## src/design/selftest_pkg.sv

```systemverilog
// self-test package with the cpu opcodes, status types and board constants
package selftest_pkg;

    // start-up sequencer
    localparam int STARTUP_CYCLES = 64;                     // idle delay after reset
    localparam int STARTUP_BITS   = $clog2(STARTUP_CYCLES) + 1; // top bit is the run flag

    // program store and datapath
    localparam int ROM_DEPTH = 16;                          // rom words
    localparam int PC_BITS   = $clog2(ROM_DEPTH);           // 4 bit pc
    localparam int DATA_BITS = 8;                           // acc, counter and operand width
    localparam int PAD_BITS  = 4;                           // touch pads

    // self-test program constants
    localparam int SELFTEST_KEY = 10;                       // pad value that passes
    localparam int LOOP_STEP    = 3;                        // added per loop pass
    localparam logic [DATA_BITS-1:0] EXPECT_ACC = DATA_BITS'(LOOP_STEP * SELFTEST_KEY);

    // led dimmers
    localparam int PWM_BITS  = 8;                           // pwm counter width
    localparam int LED_CHANS = 3;                           // red, green, blue

    typedef logic [PWM_BITS-1:0] duty_t;

    localparam duty_t RUN_DUTY  = duty_t'(64);              // blue while running
    localparam duty_t PASS_DUTY = duty_t'(128);             // green after pass
    localparam duty_t FAIL_DUTY = duty_t'(200);             // red after fail

    // channel index, also the rgb pin index
    typedef enum logic [1:0] {
        CH_RED   = 2'd0,
        CH_GREEN = 2'd1,
        CH_BLUE  = 2'd2
    } led_chan_e;

    typedef enum logic [3:0] {
        NOP       = 4'd0,   // no operation
        LDI       = 4'd1,   // acc <= operand
        ADDI      = 4'd2,   // acc <= acc + operand
        DEC       = 4'd3,   // cnt <= cnt - 1, sets zero
        JNZ       = 4'd4,   // branch if cnt nonzero
        CMPI      = 4'd5,   // eq <= acc == operand
        HALT_PASS = 4'd6,   // stop with passed set
        HALT_FAIL = 4'd7,   // stop with passed clear
        LDPAD     = 4'd8,   // cnt <= pads, sets zero
        BEQ       = 4'd9    // branch if eq
    } cpu_op_e;

    // one rom word, 12 bits
    typedef struct packed {
        cpu_op_e               op;
        logic [DATA_BITS-1:0]  operand;
    } cpu_instr_t;

    typedef enum logic [1:0] {
        IDLE  = 2'd0,       // waiting for run
        FETCH = 2'd1,       // latch rom word
        EXEC  = 2'd2,       // execute latched word
        DONE  = 2'd3        // halted until reset
    } cpu_state_e;

    typedef struct packed {
        logic running;
        logic passed;
    } cpu_status_t;

endpackage

```

## src/design/board_top.sv

```systemverilog
// board self-test top level with start-up delay, cpu, colour mapper and rgb dimmers
module board_top import selftest_pkg::*; (
    input  logic                clk,
    input  logic                rst_n,
    input  logic [PAD_BITS-1:0] pads,
    output logic [2:0]          rgb
);

    logic                  run;         // start-up done
    cpu_status_t           status;      // running, passed
    duty_t [LED_CHANS-1:0] duty;        // per channel duty, red green blue

    startup_delay u_startup (
        .clk   (clk),
        .rst_n (rst_n),
        .run   (run)
    );

    cpu u_cpu (
        .clk    (clk),
        .rst_n  (rst_n),
        .run    (run),
        .pads   (pads),
        .status (status)
    );

    status_color u_color (
        .clk    (clk),
        .rst_n  (rst_n),
        .status (status),
        .duty   (duty)
    );

    // one dimmer per channel, pin index equals channel index
    for (genvar ch = CH_RED; ch <= CH_BLUE; ch++) begin : g_chan
        led_pwm u_pwm (
            .clk   (clk),
            .rst_n (rst_n),
            .duty  (duty[ch]),
            .led   (rgb[ch])
        );
    end

endmodule

```

## src/design/cpu.sv

```systemverilog
// accumulator cpu that runs the rom self-test and reports running and passed
module cpu import selftest_pkg::*; (
    input  logic                clk,
    input  logic                rst_n,
    input  logic                run,
    input  logic [PAD_BITS-1:0] pads,
    output cpu_status_t         status
);

    cpu_state_e           state_q;
    logic [PC_BITS-1:0]   pc_q;
    logic [PC_BITS-1:0]   pc_inc;       // sequential next pc
    logic [PC_BITS-1:0]   br_target;    // branch target from operand
    cpu_instr_t           rom_instr;    // word at pc in the same cycle
    cpu_instr_t           instr_q;      // word latched in FETCH
    logic [DATA_BITS-1:0] acc_q;        // accumulator
    logic [DATA_BITS-1:0] cnt_q;        // loop counter
    logic                 zero_q;       // cnt is zero
    logic                 eq_q;         // last compare matched
    cpu_status_t          status_q;

    cpu_rom u_rom (
        .pc    (pc_q),
        .instr (rom_instr)
    );

    assign pc_inc    = pc_q + PC_BITS'(1);
    assign br_target = instr_q.operand[PC_BITS-1:0];    // low operand bits index the 16 words

    // control path with state, pc, flags and status
    always_ff @(posedge clk) begin
        if (!rst_n) begin
            state_q  <= IDLE;
            pc_q     <= '0;
            zero_q   <= 1'b0;
            eq_q     <= 1'b0;
            status_q <= '0;
        end else begin
            case (state_q)
                IDLE: begin
                    if (run) begin
                        state_q          <= FETCH;
                        status_q.running <= 1'b1;   // high the cycle after run seen
                    end
                end

                FETCH: begin
                    state_q <= EXEC;                // rom word latched below
                end

                EXEC: begin
                    state_q <= FETCH;
                    pc_q    <= pc_inc;
                    case (instr_q.op)
                        LDPAD: begin
                            zero_q <= (pads == '0);
                        end
                        DEC: begin
                            zero_q <= (cnt_q == DATA_BITS'(1));    // cnt about to hit 0
                        end
                        CMPI: begin
                            eq_q <= (acc_q == instr_q.operand);
                        end
                        JNZ: begin
                            if (!zero_q) begin
                                pc_q <= br_target;
                            end
                        end
                        BEQ: begin
                            if (eq_q) begin
                                pc_q <= br_target;
                            end
                        end
                        HALT_PASS: begin
                            state_q          <= DONE;
                            status_q.running <= 1'b0;
                            status_q.passed  <= 1'b1;
                        end
                        HALT_FAIL: begin
                            state_q          <= DONE;
                            status_q.running <= 1'b0;
                            status_q.passed  <= 1'b0;
                        end
                        default: begin
                            // NOP, LDI, ADDI touch datapath only
                        end
                    endcase
                end

                DONE: begin
                    state_q <= DONE;                // hold status until reset
                end

                default: begin
                    state_q <= IDLE;
                end
            endcase
        end
    end

    // datapath with the rom word latch, accumulator and counter
    always_ff @(posedge clk) begin
        if (state_q == FETCH) begin
            instr_q <= rom_instr;
        end
        if (state_q == EXEC) begin
            case (instr_q.op)
                LDI:     acc_q <= instr_q.operand;
                ADDI:    acc_q <= acc_q + instr_q.operand;     // wraps at 8 bits
                LDPAD:   cnt_q <= DATA_BITS'(pads);            // only pad sample
                DEC:     cnt_q <= cnt_q - 1'b1;
                default: begin
                end
            endcase
        end
    end

    assign status = status_q;

endmodule

```

## src/design/cpu_rom.sv

```systemverilog
// self-test program rom for the accumulator cpu, read combinationally by pc
module cpu_rom import selftest_pkg::*; (
    input  logic [PC_BITS-1:0] pc,
    output cpu_instr_t         instr
);

    // program flow
    //   cnt = pads, acc = 0
    //   zero pads skip the loop by forcing eq with a compare against 0
    //   loop adds LOOP_STEP per pass until cnt is zero
    //   acc compared with LOOP_STEP * SELFTEST_KEY picks the halt
    always_comb begin
        case (pc)
            4'd0:    instr = '{op: LDPAD,     operand: 8'd0};           // cnt <= pads
            4'd1:    instr = '{op: LDI,       operand: 8'd0};           // clear acc
            4'd2:    instr = '{op: JNZ,       operand: 8'd5};           // nonzero pads, loop
            4'd3:    instr = '{op: CMPI,      operand: 8'd0};           // acc is 0, eq set
            4'd4:    instr = '{op: BEQ,       operand: 8'd8};           // always taken here
            4'd5:    instr = '{op: ADDI,      operand: DATA_BITS'(LOOP_STEP)}; // loop body
            4'd6:    instr = '{op: DEC,       operand: 8'd0};
            4'd7:    instr = '{op: JNZ,       operand: 8'd5};           // back to loop body
            4'd8:    instr = '{op: CMPI,      operand: EXPECT_ACC};     // check result
            4'd9:    instr = '{op: BEQ,       operand: 8'd11};
            4'd10:   instr = '{op: HALT_FAIL, operand: 8'd0};
            4'd11:   instr = '{op: HALT_PASS, operand: 8'd0};
            4'd12:   instr = '{op: NOP,       operand: 8'd0};           // spare words
            4'd13:   instr = '{op: NOP,       operand: 8'd0};
            default: instr = '{op: HALT_FAIL, operand: 8'd0};           // runaway pc fails
        endcase
    end

endmodule

```

## src/design/led_pwm.sv

```systemverilog
// led pwm dimmer channel with a free-running counter and a per-period duty compare
module led_pwm import selftest_pkg::*; (
    input  logic  clk,
    input  logic  rst_n,
    input  duty_t duty,
    output logic  led
);

    logic [PWM_BITS-1:0] pwm_cnt;   // free-running, 256 cycle period
    duty_t               cmp_q;     // duty held for a whole period
    logic                led_q;

    always_ff @(posedge clk) begin
        if (!rst_n) begin
            pwm_cnt <= '0;
            cmp_q   <= '0;
            led_q   <= 1'b0;
        end else begin
            pwm_cnt <= pwm_cnt + 1'b1;
            if (pwm_cnt == '1) begin
                cmp_q <= duty;              // new duty takes effect at count 0
            end
            led_q <= (pwm_cnt < cmp_q);     // high for cmp_q counts per period
        end
    end

    // registered output, no glitches on the pin
    assign led = led_q;

endmodule

```

## src/design/startup_delay.sv

```systemverilog
// start-up sequencer that holds the cpu idle for a fixed number of cycles after reset
module startup_delay import selftest_pkg::*; (
    input  logic clk,
    input  logic rst_n,
    output logic run
);

    logic [STARTUP_BITS-1:0] wait_cnt;  // top bit set after STARTUP_CYCLES edges

    always_ff @(posedge clk) begin
        if (!rst_n) begin
            wait_cnt <= '0;
        end else if (!wait_cnt[STARTUP_BITS-1]) begin
            wait_cnt <= wait_cnt + 1'b1;    // stops once top bit is set
        end
    end

    // counter freezes with top bit high, so run sticks until reset
    assign run = wait_cnt[STARTUP_BITS-1];

endmodule

```

## src/design/status_color.sv

```systemverilog
// status to colour mapper that turns cpu status into one duty per led channel
module status_color import selftest_pkg::*; (
    input  logic                   clk,
    input  logic                   rst_n,
    input  cpu_status_t            status,
    output duty_t [LED_CHANS-1:0]  duty
);

    duty_t [LED_CHANS-1:0] duty_q;
    logic                  seen_run;    // running has been high since reset

    always_ff @(posedge clk) begin
        if (!rst_n) begin
            duty_q   <= '0;
            seen_run <= 1'b0;
        end else begin
            duty_q <= '0;                           // unlit by default
            if (status.running) begin
                seen_run         <= 1'b1;
                duty_q[CH_BLUE]  <= RUN_DUTY;
            end else if (seen_run) begin
                if (status.passed) begin
                    duty_q[CH_GREEN] <= PASS_DUTY;
                end else begin
                    duty_q[CH_RED]   <= FAIL_DUTY;
                end
            end
        end
    end

    assign duty = duty_q;   // one cycle behind status

endmodule

```

## config.mk

```make
export PLATFORM = sky130hd
export DESIGN_NAME = board_top
export DESIGN_NICKNAME = d
export VERILOG_FILES = /design/src/design/selftest_pkg.sv /design/src/design/board_top.sv /design/src/design/cpu.sv /design/src/design/cpu_rom.sv /design/src/design/led_pwm.sv /design/src/design/startup_delay.sv /design/src/design/status_color.sv
export SDC_FILE = /design/constraint.sdc
export NUM_CORES = 1
export LEC_CHECK = 0
export BUFFER_PORTS_ARGS = -buffer_cell sky130_fd_sc_hd__clkbuf_2
export CORE_MARGIN = 2
export CORE_UTILIZATION = 60
export CTS_BUF_LIST = sky130_fd_sc_hd__clkbuf_4 sky130_fd_sc_hd__clkbuf_8
export DETAILED_ROUTE_END_ITERATION = 10
export GPL_TIMING_DRIVEN = 1
export PLACE_DENSITY_LB_ADDON = 0.2
export SLEW_MARGIN = 10
export SYNTH_ARGS = -nofsm -noshare
export SYNTH_HDL_FRONTEND = slang
export SYNTH_SLANG_ARGS = --single-unit
```

## constraint.sdc

```tcl
create_clock -name clk -period 4.15 [get_ports clk]
set_input_delay 0.83 -clock clk [delete_from_list [all_inputs] [get_ports clk]]
set_output_delay 0.83 -clock clk [all_outputs]
set_load 0.01 [all_outputs]
```

== After elaboration in Yosys (flattened, before gate mapping) ==
Memories as Yosys holds them, arrays and structs flattened. A register that Yosys moved wholly into a read port is not among the register bits.
Index checks and enable logic that the tools add are counted.

* Flip-flop bits (word level): 117
* Output and inout port bits: 3
* Bits in latches: 0
* ROM bits: 144
* Memories: 1
* Logic and storage cells: 85
* Memory bits (writable): 0

* Shifts and indexed selects: 0
* Multiplexer cells: 16
* Bitwise logic cells: 2
* Div/mod/pow operators: 0
* Equality and inequality tests: 19
* Order comparisons: 3
* Reductions and logical operators: 13
* Add/subtract/negate cells: 7
* Multiply operators: 0

{| class="wikitable"
|+ Memory list
! memory !! words !! width !! rd ports !! clocked after memory_dff !! write ports !! line !! source
|-
| (name not given) || 16 || 9 || 1 || 1 || 0 || cpu_rom.sv:13 || <nowiki>case (pc)</nowiki>
|}

{| class="wikitable"
|+ Operators by type and width
! kind !! number
|-
| 8-bit case mux with 2 select lines || 2
|-
| 8-bit by 1-bit adder with 8-bit output (second input constant) || 3
|-
| 8-bit == test (second input constant) || 3
|-
| 8-bit < comparator || 3
|-
| 4-bit by 3-bit == test with 1-bit output (second input constant) || 4
|-
| 8-bit two-way mux || 2
|-
| 7-bit two-way mux || 2
|-
| 8-bit adder || 1
|-
| 4-bit by 2-bit == test with 1-bit output (second input constant) || 2
|-
| 4-bit == test (second input constant) || 2
|-
| 8-bit by 1-bit == test with 1-bit output (second input constant) || 1
|-
| 8-bit == test || 1
|-
| 4-bit two-way mux || 2
|-
| 2-bit case mux with 4 select lines || 1
|-
| 4-bit case mux with 2 select lines || 1
|-
| 2-bit AND reduction || 4
|-
| 2-bit nonzero test || 4
|-
| 8-bit by 1-bit subtractor with 8-bit output (second input constant) || 1
|-
| 7-bit by 1-bit adder with 7-bit output (second input constant) || 1
|-
| 4-bit by 1-bit adder with 4-bit output (second input constant) || 1
|-
| 2-bit == test (second input constant) || 2
|-
| 4-bit by 1-bit == test with 1-bit output (second input constant) || 1
|-
| 4-bit zero test || 1
|-
| 2-bit two-way mux || 2
|-
| other kinds (11) || 13
|}

== Depth between registers and ports, before layout ==
* Word-level depth: 4
* Mapped depth: 7

== Modules after synthesis ==
Synthesis repeated with hierarchy kept, for this count alone.

* Cell total of the unflattened synthesis: 578
* Area, all modules: 5422.7 um^2

{| class="wikitable"
|+ By module, submodules not included
! module !! area each (um^2) !! cells each !! times used
|-
| led_pwm || 823.3 || 92 || 3
|-
| cpu || 2060.7 || 201 || 1
|-
| startup_delay || 311.5 || 28 || 1
|-
| cpu_rom || 301.5 || 43 || 1
|-
| status_color || 279.0 || 30 || 1
|}

== Worst setup path after synthesis ==
No wires, ideal clock.

* Path type: flip-flop to flip-flop
* From: reg u_cpu.instr_q[9] (netlist name)
* To: reg u_cpu.acc_q[0], enable pin
* Data required time: 3.755 ns
* Buffers on the path: 1
* Library setup time: 0.395 ns
* Slack: 2.295 ns
* Arrival time: 1.460 ns
* Stages on the path, launching flop included: 4
* Cells stage by stage: edfxtp_1 -> buf_2 -> xnor2_1 -> nor4_1

* Word-level cells in the longest chain between the ends: 3
* Elaborated cells on any way between the ends: 4

{| class="wikitable"
|+ RTL lines
! what !! line !! source
|-
| 4-bit by 1-bit == test with 1-bit output / 4-bit by 2-bit == test with 1-bit output (equally long branches) || cpu.sv:107 || <nowiki>case (instr_q.op)</nowiki>
|-
| 2-bit nonzero test (no line) (*) || -- ||
|-
| 2-bit AND reduction (no line) (*) || -- ||
|-
| end signal, assigned || cpu.sv:108 || <nowiki>LDI: acc_q <= instr_q.operand;</nowiki>
|-
| end signal, assigned || cpu.sv:109 || <nowiki>ADDI: acc_q <= acc_q + instr_q.operand;</nowiki>
|-
| end, declared || cpu.sv:16 || <nowiki>logic [DATA_BITS-1:0] acc_q;</nowiki>
|}

Every way passes the cells marked *; elsewhere a longest branch is shown, timed or not.
A chain may end at the register's enable or synchronous reset.

== Worst setup path in the final report ==
* From: reg u_cpu.instr_q[9] (netlist name)
* To: reg u_cpu.cnt_q[2], enable pin

* Word-level cells in the longest chain between the ends: 3
* Elaborated cells on any way between the ends: 4

{| class="wikitable"
|+ RTL lines
! what !! line !! source
|-
| 4-bit == test / 4-bit by 2-bit == test with 1-bit output (equally long branches) || cpu.sv:107 ||
|-
| 2-bit nonzero test (no line) (*) || -- ||
|-
| 2-bit AND reduction (no line) (*) || -- ||
|-
| end signal, assigned || cpu.sv:110 || <nowiki>LDPAD: cnt_q <= DATA_BITS'(pads);</nowiki>
|-
| end signal, assigned || cpu.sv:111 || <nowiki>DEC: cnt_q <= cnt_q - 1'b1;</nowiki>
|-
| end, declared || cpu.sv:17 || <nowiki>logic [DATA_BITS-1:0] cnt_q;</nowiki>
|}

Marks and branches as above.

==> impl_metrics.env <==
export IMPL_dpl_hpwl_mm=4.474
export IMPL_clock_skew_ns=0.009178
export IMPL_synth_warnings=0
export IMPL_tightest_slew_ns=0.8867
export IMPL_post_cts_buffers=0
export IMPL_synth_cells=386
export IMPL_slew_headroom=0.4005
export IMPL_slowest_stage="a211oi_2"
export IMPL_drtAntennaViolNets=0
export IMPL_cp_top_family="compound AO/OA/AOI/OAI gates"
export IMPL_num_antenna_cells=0
export IMPL_rsz0062_at_grt="false"
export IMPL_antenna_found_initial=0
export IMPL_clk_pin_slew_ns=0.08
export IMPL_cts_sinks=76
export IMPL_synth_enable_flop_cells=25
export IMPL_ctsResizeCount=0
export IMPL_synth_area_per_cell_um2=9.621
export IMPL_drc_errors=0
export IMPL_drt_iter0_drc=139
export IMPL_synth_top_area_cell="dfxtp_1"
export IMPL_grt_max_degree=40
export IMPL_clock_path_buffers=2
export IMPL_core_area_mm2=0.005956
export IMPL_overflow=0
export IMPL_yosysUniqueCellTypes=53
export IMPL_worst_path_buf_inv=0
export IMPL_powerDensity_mw_per_mm2=358.4
export IMPL_synth_top_area_frac=0.2749
export IMPL_max_freq_ghz=0.5083
export IMPL_cp_max_fo=10
export IMPL_drive_above_1_share=0.07614
export IMPL_synthFlopType="dfxtp_1"
export IMPL_drv_cap=0
export IMPL_synth_nets=412
export IMPL_via_count=2654
export IMPL_layout_commonest_cell="dfxtp_1"
export IMPL_path_class="flip-flop to flip-flop"
export IMPL_status="finished clean"
export IMPL_rows=28
export IMPL_firstDrtPassIters=4
export IMPL_ys_async_sr_fraction=0
export IMPL_grt_usage=0.2030
export IMPL_gp_congestion=0.7781
export IMPL_ios=9
export IMPL_finalSetupViolCount=0
export IMPL_critPathLaunchType="flip-flop"
export IMPL_area_growth_synth_to_final_pct=7.210
export IMPL_path_cells="or3b_1 -> a211oi_2"
export IMPL_hp_class="flip-flop to flip-flop"
export IMPL_cts_made_buffers=9
export IMPL_layout_setup_ws_ns=2.183
export IMPL_tritoncts="built"
export IMPL_arrival_ns=1.93
export IMPL_drt_wl_total_mm=6.242
export IMPL_cp_slowest_stage_delay_ns=0.63
export IMPL_hold_viol=0
export IMPL_fillers=492
export IMPL_cts_root_buffer_cell="clkbuf_8"
export IMPL_start_util=0.6235
export IMPL_ir_drop_uv=288.0
export IMPL_ys_seq_area_frac=0.4771
export IMPL_most_common_layout_cells="dfxtp_1 (51), nor2_1 (39), o21ai_0 (31)"
export IMPL_min_period_ns=1.967
export IMPL_vias_per_cell=5.659
export IMPL_netlist_area_mm2=0.003714
export IMPL_p_total_w=0.001427
export IMPL_dp_slack_ns=2.179
export IMPL_synthTopCellsByArea="dfxtp_1 (27%), edfxtp_1 (20%), ha_1 (6.4%)"
export IMPL_finalMaxSlewViolations=0
export IMPL_wire_per_inst_um=13.31
export IMPL_end_kind="flip-flop"
export IMPL_grt_pass1_wl_mm=10.58
export IMPL_dieArea_mm2=0.006834
export IMPL_nNetsFinal=415
export IMPL_whs_ns=0.4484
export IMPL_power_leakage_nw=1.428
export IMPL_io_buffers=8
export IMPL_synth_seq_cells=76
export IMPL_crit_required_ns=4.12
export IMPL_cts_htree_levels=3
export IMPL_min_period_over_period=0.4740
export IMPL_fin_tns_setup_ns=0
export IMPL_worstSkewPairLatency_ns=0.34
export IMPL_die_h_um=82.67
export IMPL_holdBufCountCts=0
export IMPL_grt_pass1_vias=2407
export IMPL_die_x_um=82.67
-- sequential cells by signal, summed over array words and instances (netlist names) --
register,count
g_chan.u_pwm.led,3
u_cpu.br_target,4
u_color.seen_run,1
u_cpu.pc_q,4
u_cpu.state_q,2
u_cpu.instr_q,5
u_color.duty,3
u_cpu.status,2
u_cpu.acc_q,8
g_chan.u_pwm.pwm_cnt,24
u_cpu.zero_q,1
u_cpu.cnt_q,8
u_cpu.eq_q,1
g_chan.u_pwm.cmp_q,3
u_startup.wait_cnt,7
-- final timing paths --
kind                                end  cells after the start  slack (ns)                  startpoint
min reg2reg  g_chan[1].u_pwm.pwm_cnt[0]                      1        0.45  g_chan[1].u_pwm.pwm_cnt[0]
max                      u_cpu.cnt_q[2]                      2        2.18            u_cpu.instr_q[9]
max reg2reg              u_cpu.cnt_q[2]                      2        2.18            u_cpu.instr_q[9]
min          g_chan[1].u_pwm.pwm_cnt[0]                      1        0.45  g_chan[1].u_pwm.pwm_cnt[0]
-- per-layer routing --
layer,GRT usage,part of all wire,up-vias
li1,-,-,1382
met1,0.2745,0.50,1222
met2,0.3185,0.45,42
met3,0.04022,0.036,8
met4,0.08525,0.015,0
met5,0,0,-
-- kinds of logic (layout without fill, tap and decap cells) --
logic type / count (synthesis) / in the layout / share of synthesized area
xor+xnor: 25 / 25 / 0.05896
mux: 6 / 6 / 0.01617
buf+inv: 31 / 39 / 0.03773
flops: 76 / 76 / 0.4771
simple gates: 154 / 154 / 0.2180
compound gates: 74 / 74 / 0.1226
fa+ha+maj: 20 / 20 / 0.06941
-- worst register-to-register path: cells and delay by family, from the launching register on --
kind             cells  cell delay, ns
AO/OA/AOI/OAI        1            0.63
AND/OR/NAND/NOR      1            0.42
flip-flops           1            0.55
-- layout make-up --
type                       instances  area, um^2  area share
timing repair buffer              10       55.05     0.01383
multi-input combinational        279        1802      0.4525
tap                               75       93.84     0.02357
clock inverter                     6       72.57     0.01823
sequential                        76        1772      0.4450
clock buffer                      10       137.6     0.03457
inverter                          13       48.80     0.01226
-- power by group --
group	leakage, nW	internal, W	switching [W]
registers	0.641	0.000780	0.0000186
logic	0.684	0.0000252	0.0000294
clock network	0.103	0.000299	0.000274
total	1.43	0.00110	0.000322
-- synth_stat cells (11+ instances only) --
library cell  number
a21oi_1           18
dfxtp_1           51
edfxtp_1          25
ha_1              19
inv_1             12
nand2_1           29
nand3_1           19
nor2_1            39
o21ai_0           31
xnor2_1           11
xor2_1            14
-- stage by stage --
stage	area, um^2	util	cells
2_1_floorplan	3714	-	386
3_3_place_gp	3771	0.6332	453
3_5_place_dp	3771	0.6332	453
4_1_cts	3981	0.6685	469
5_1_grt	3981	0.6685	469
6_report	3981	0.6685	469
Power figures use the tool's default switching activity.
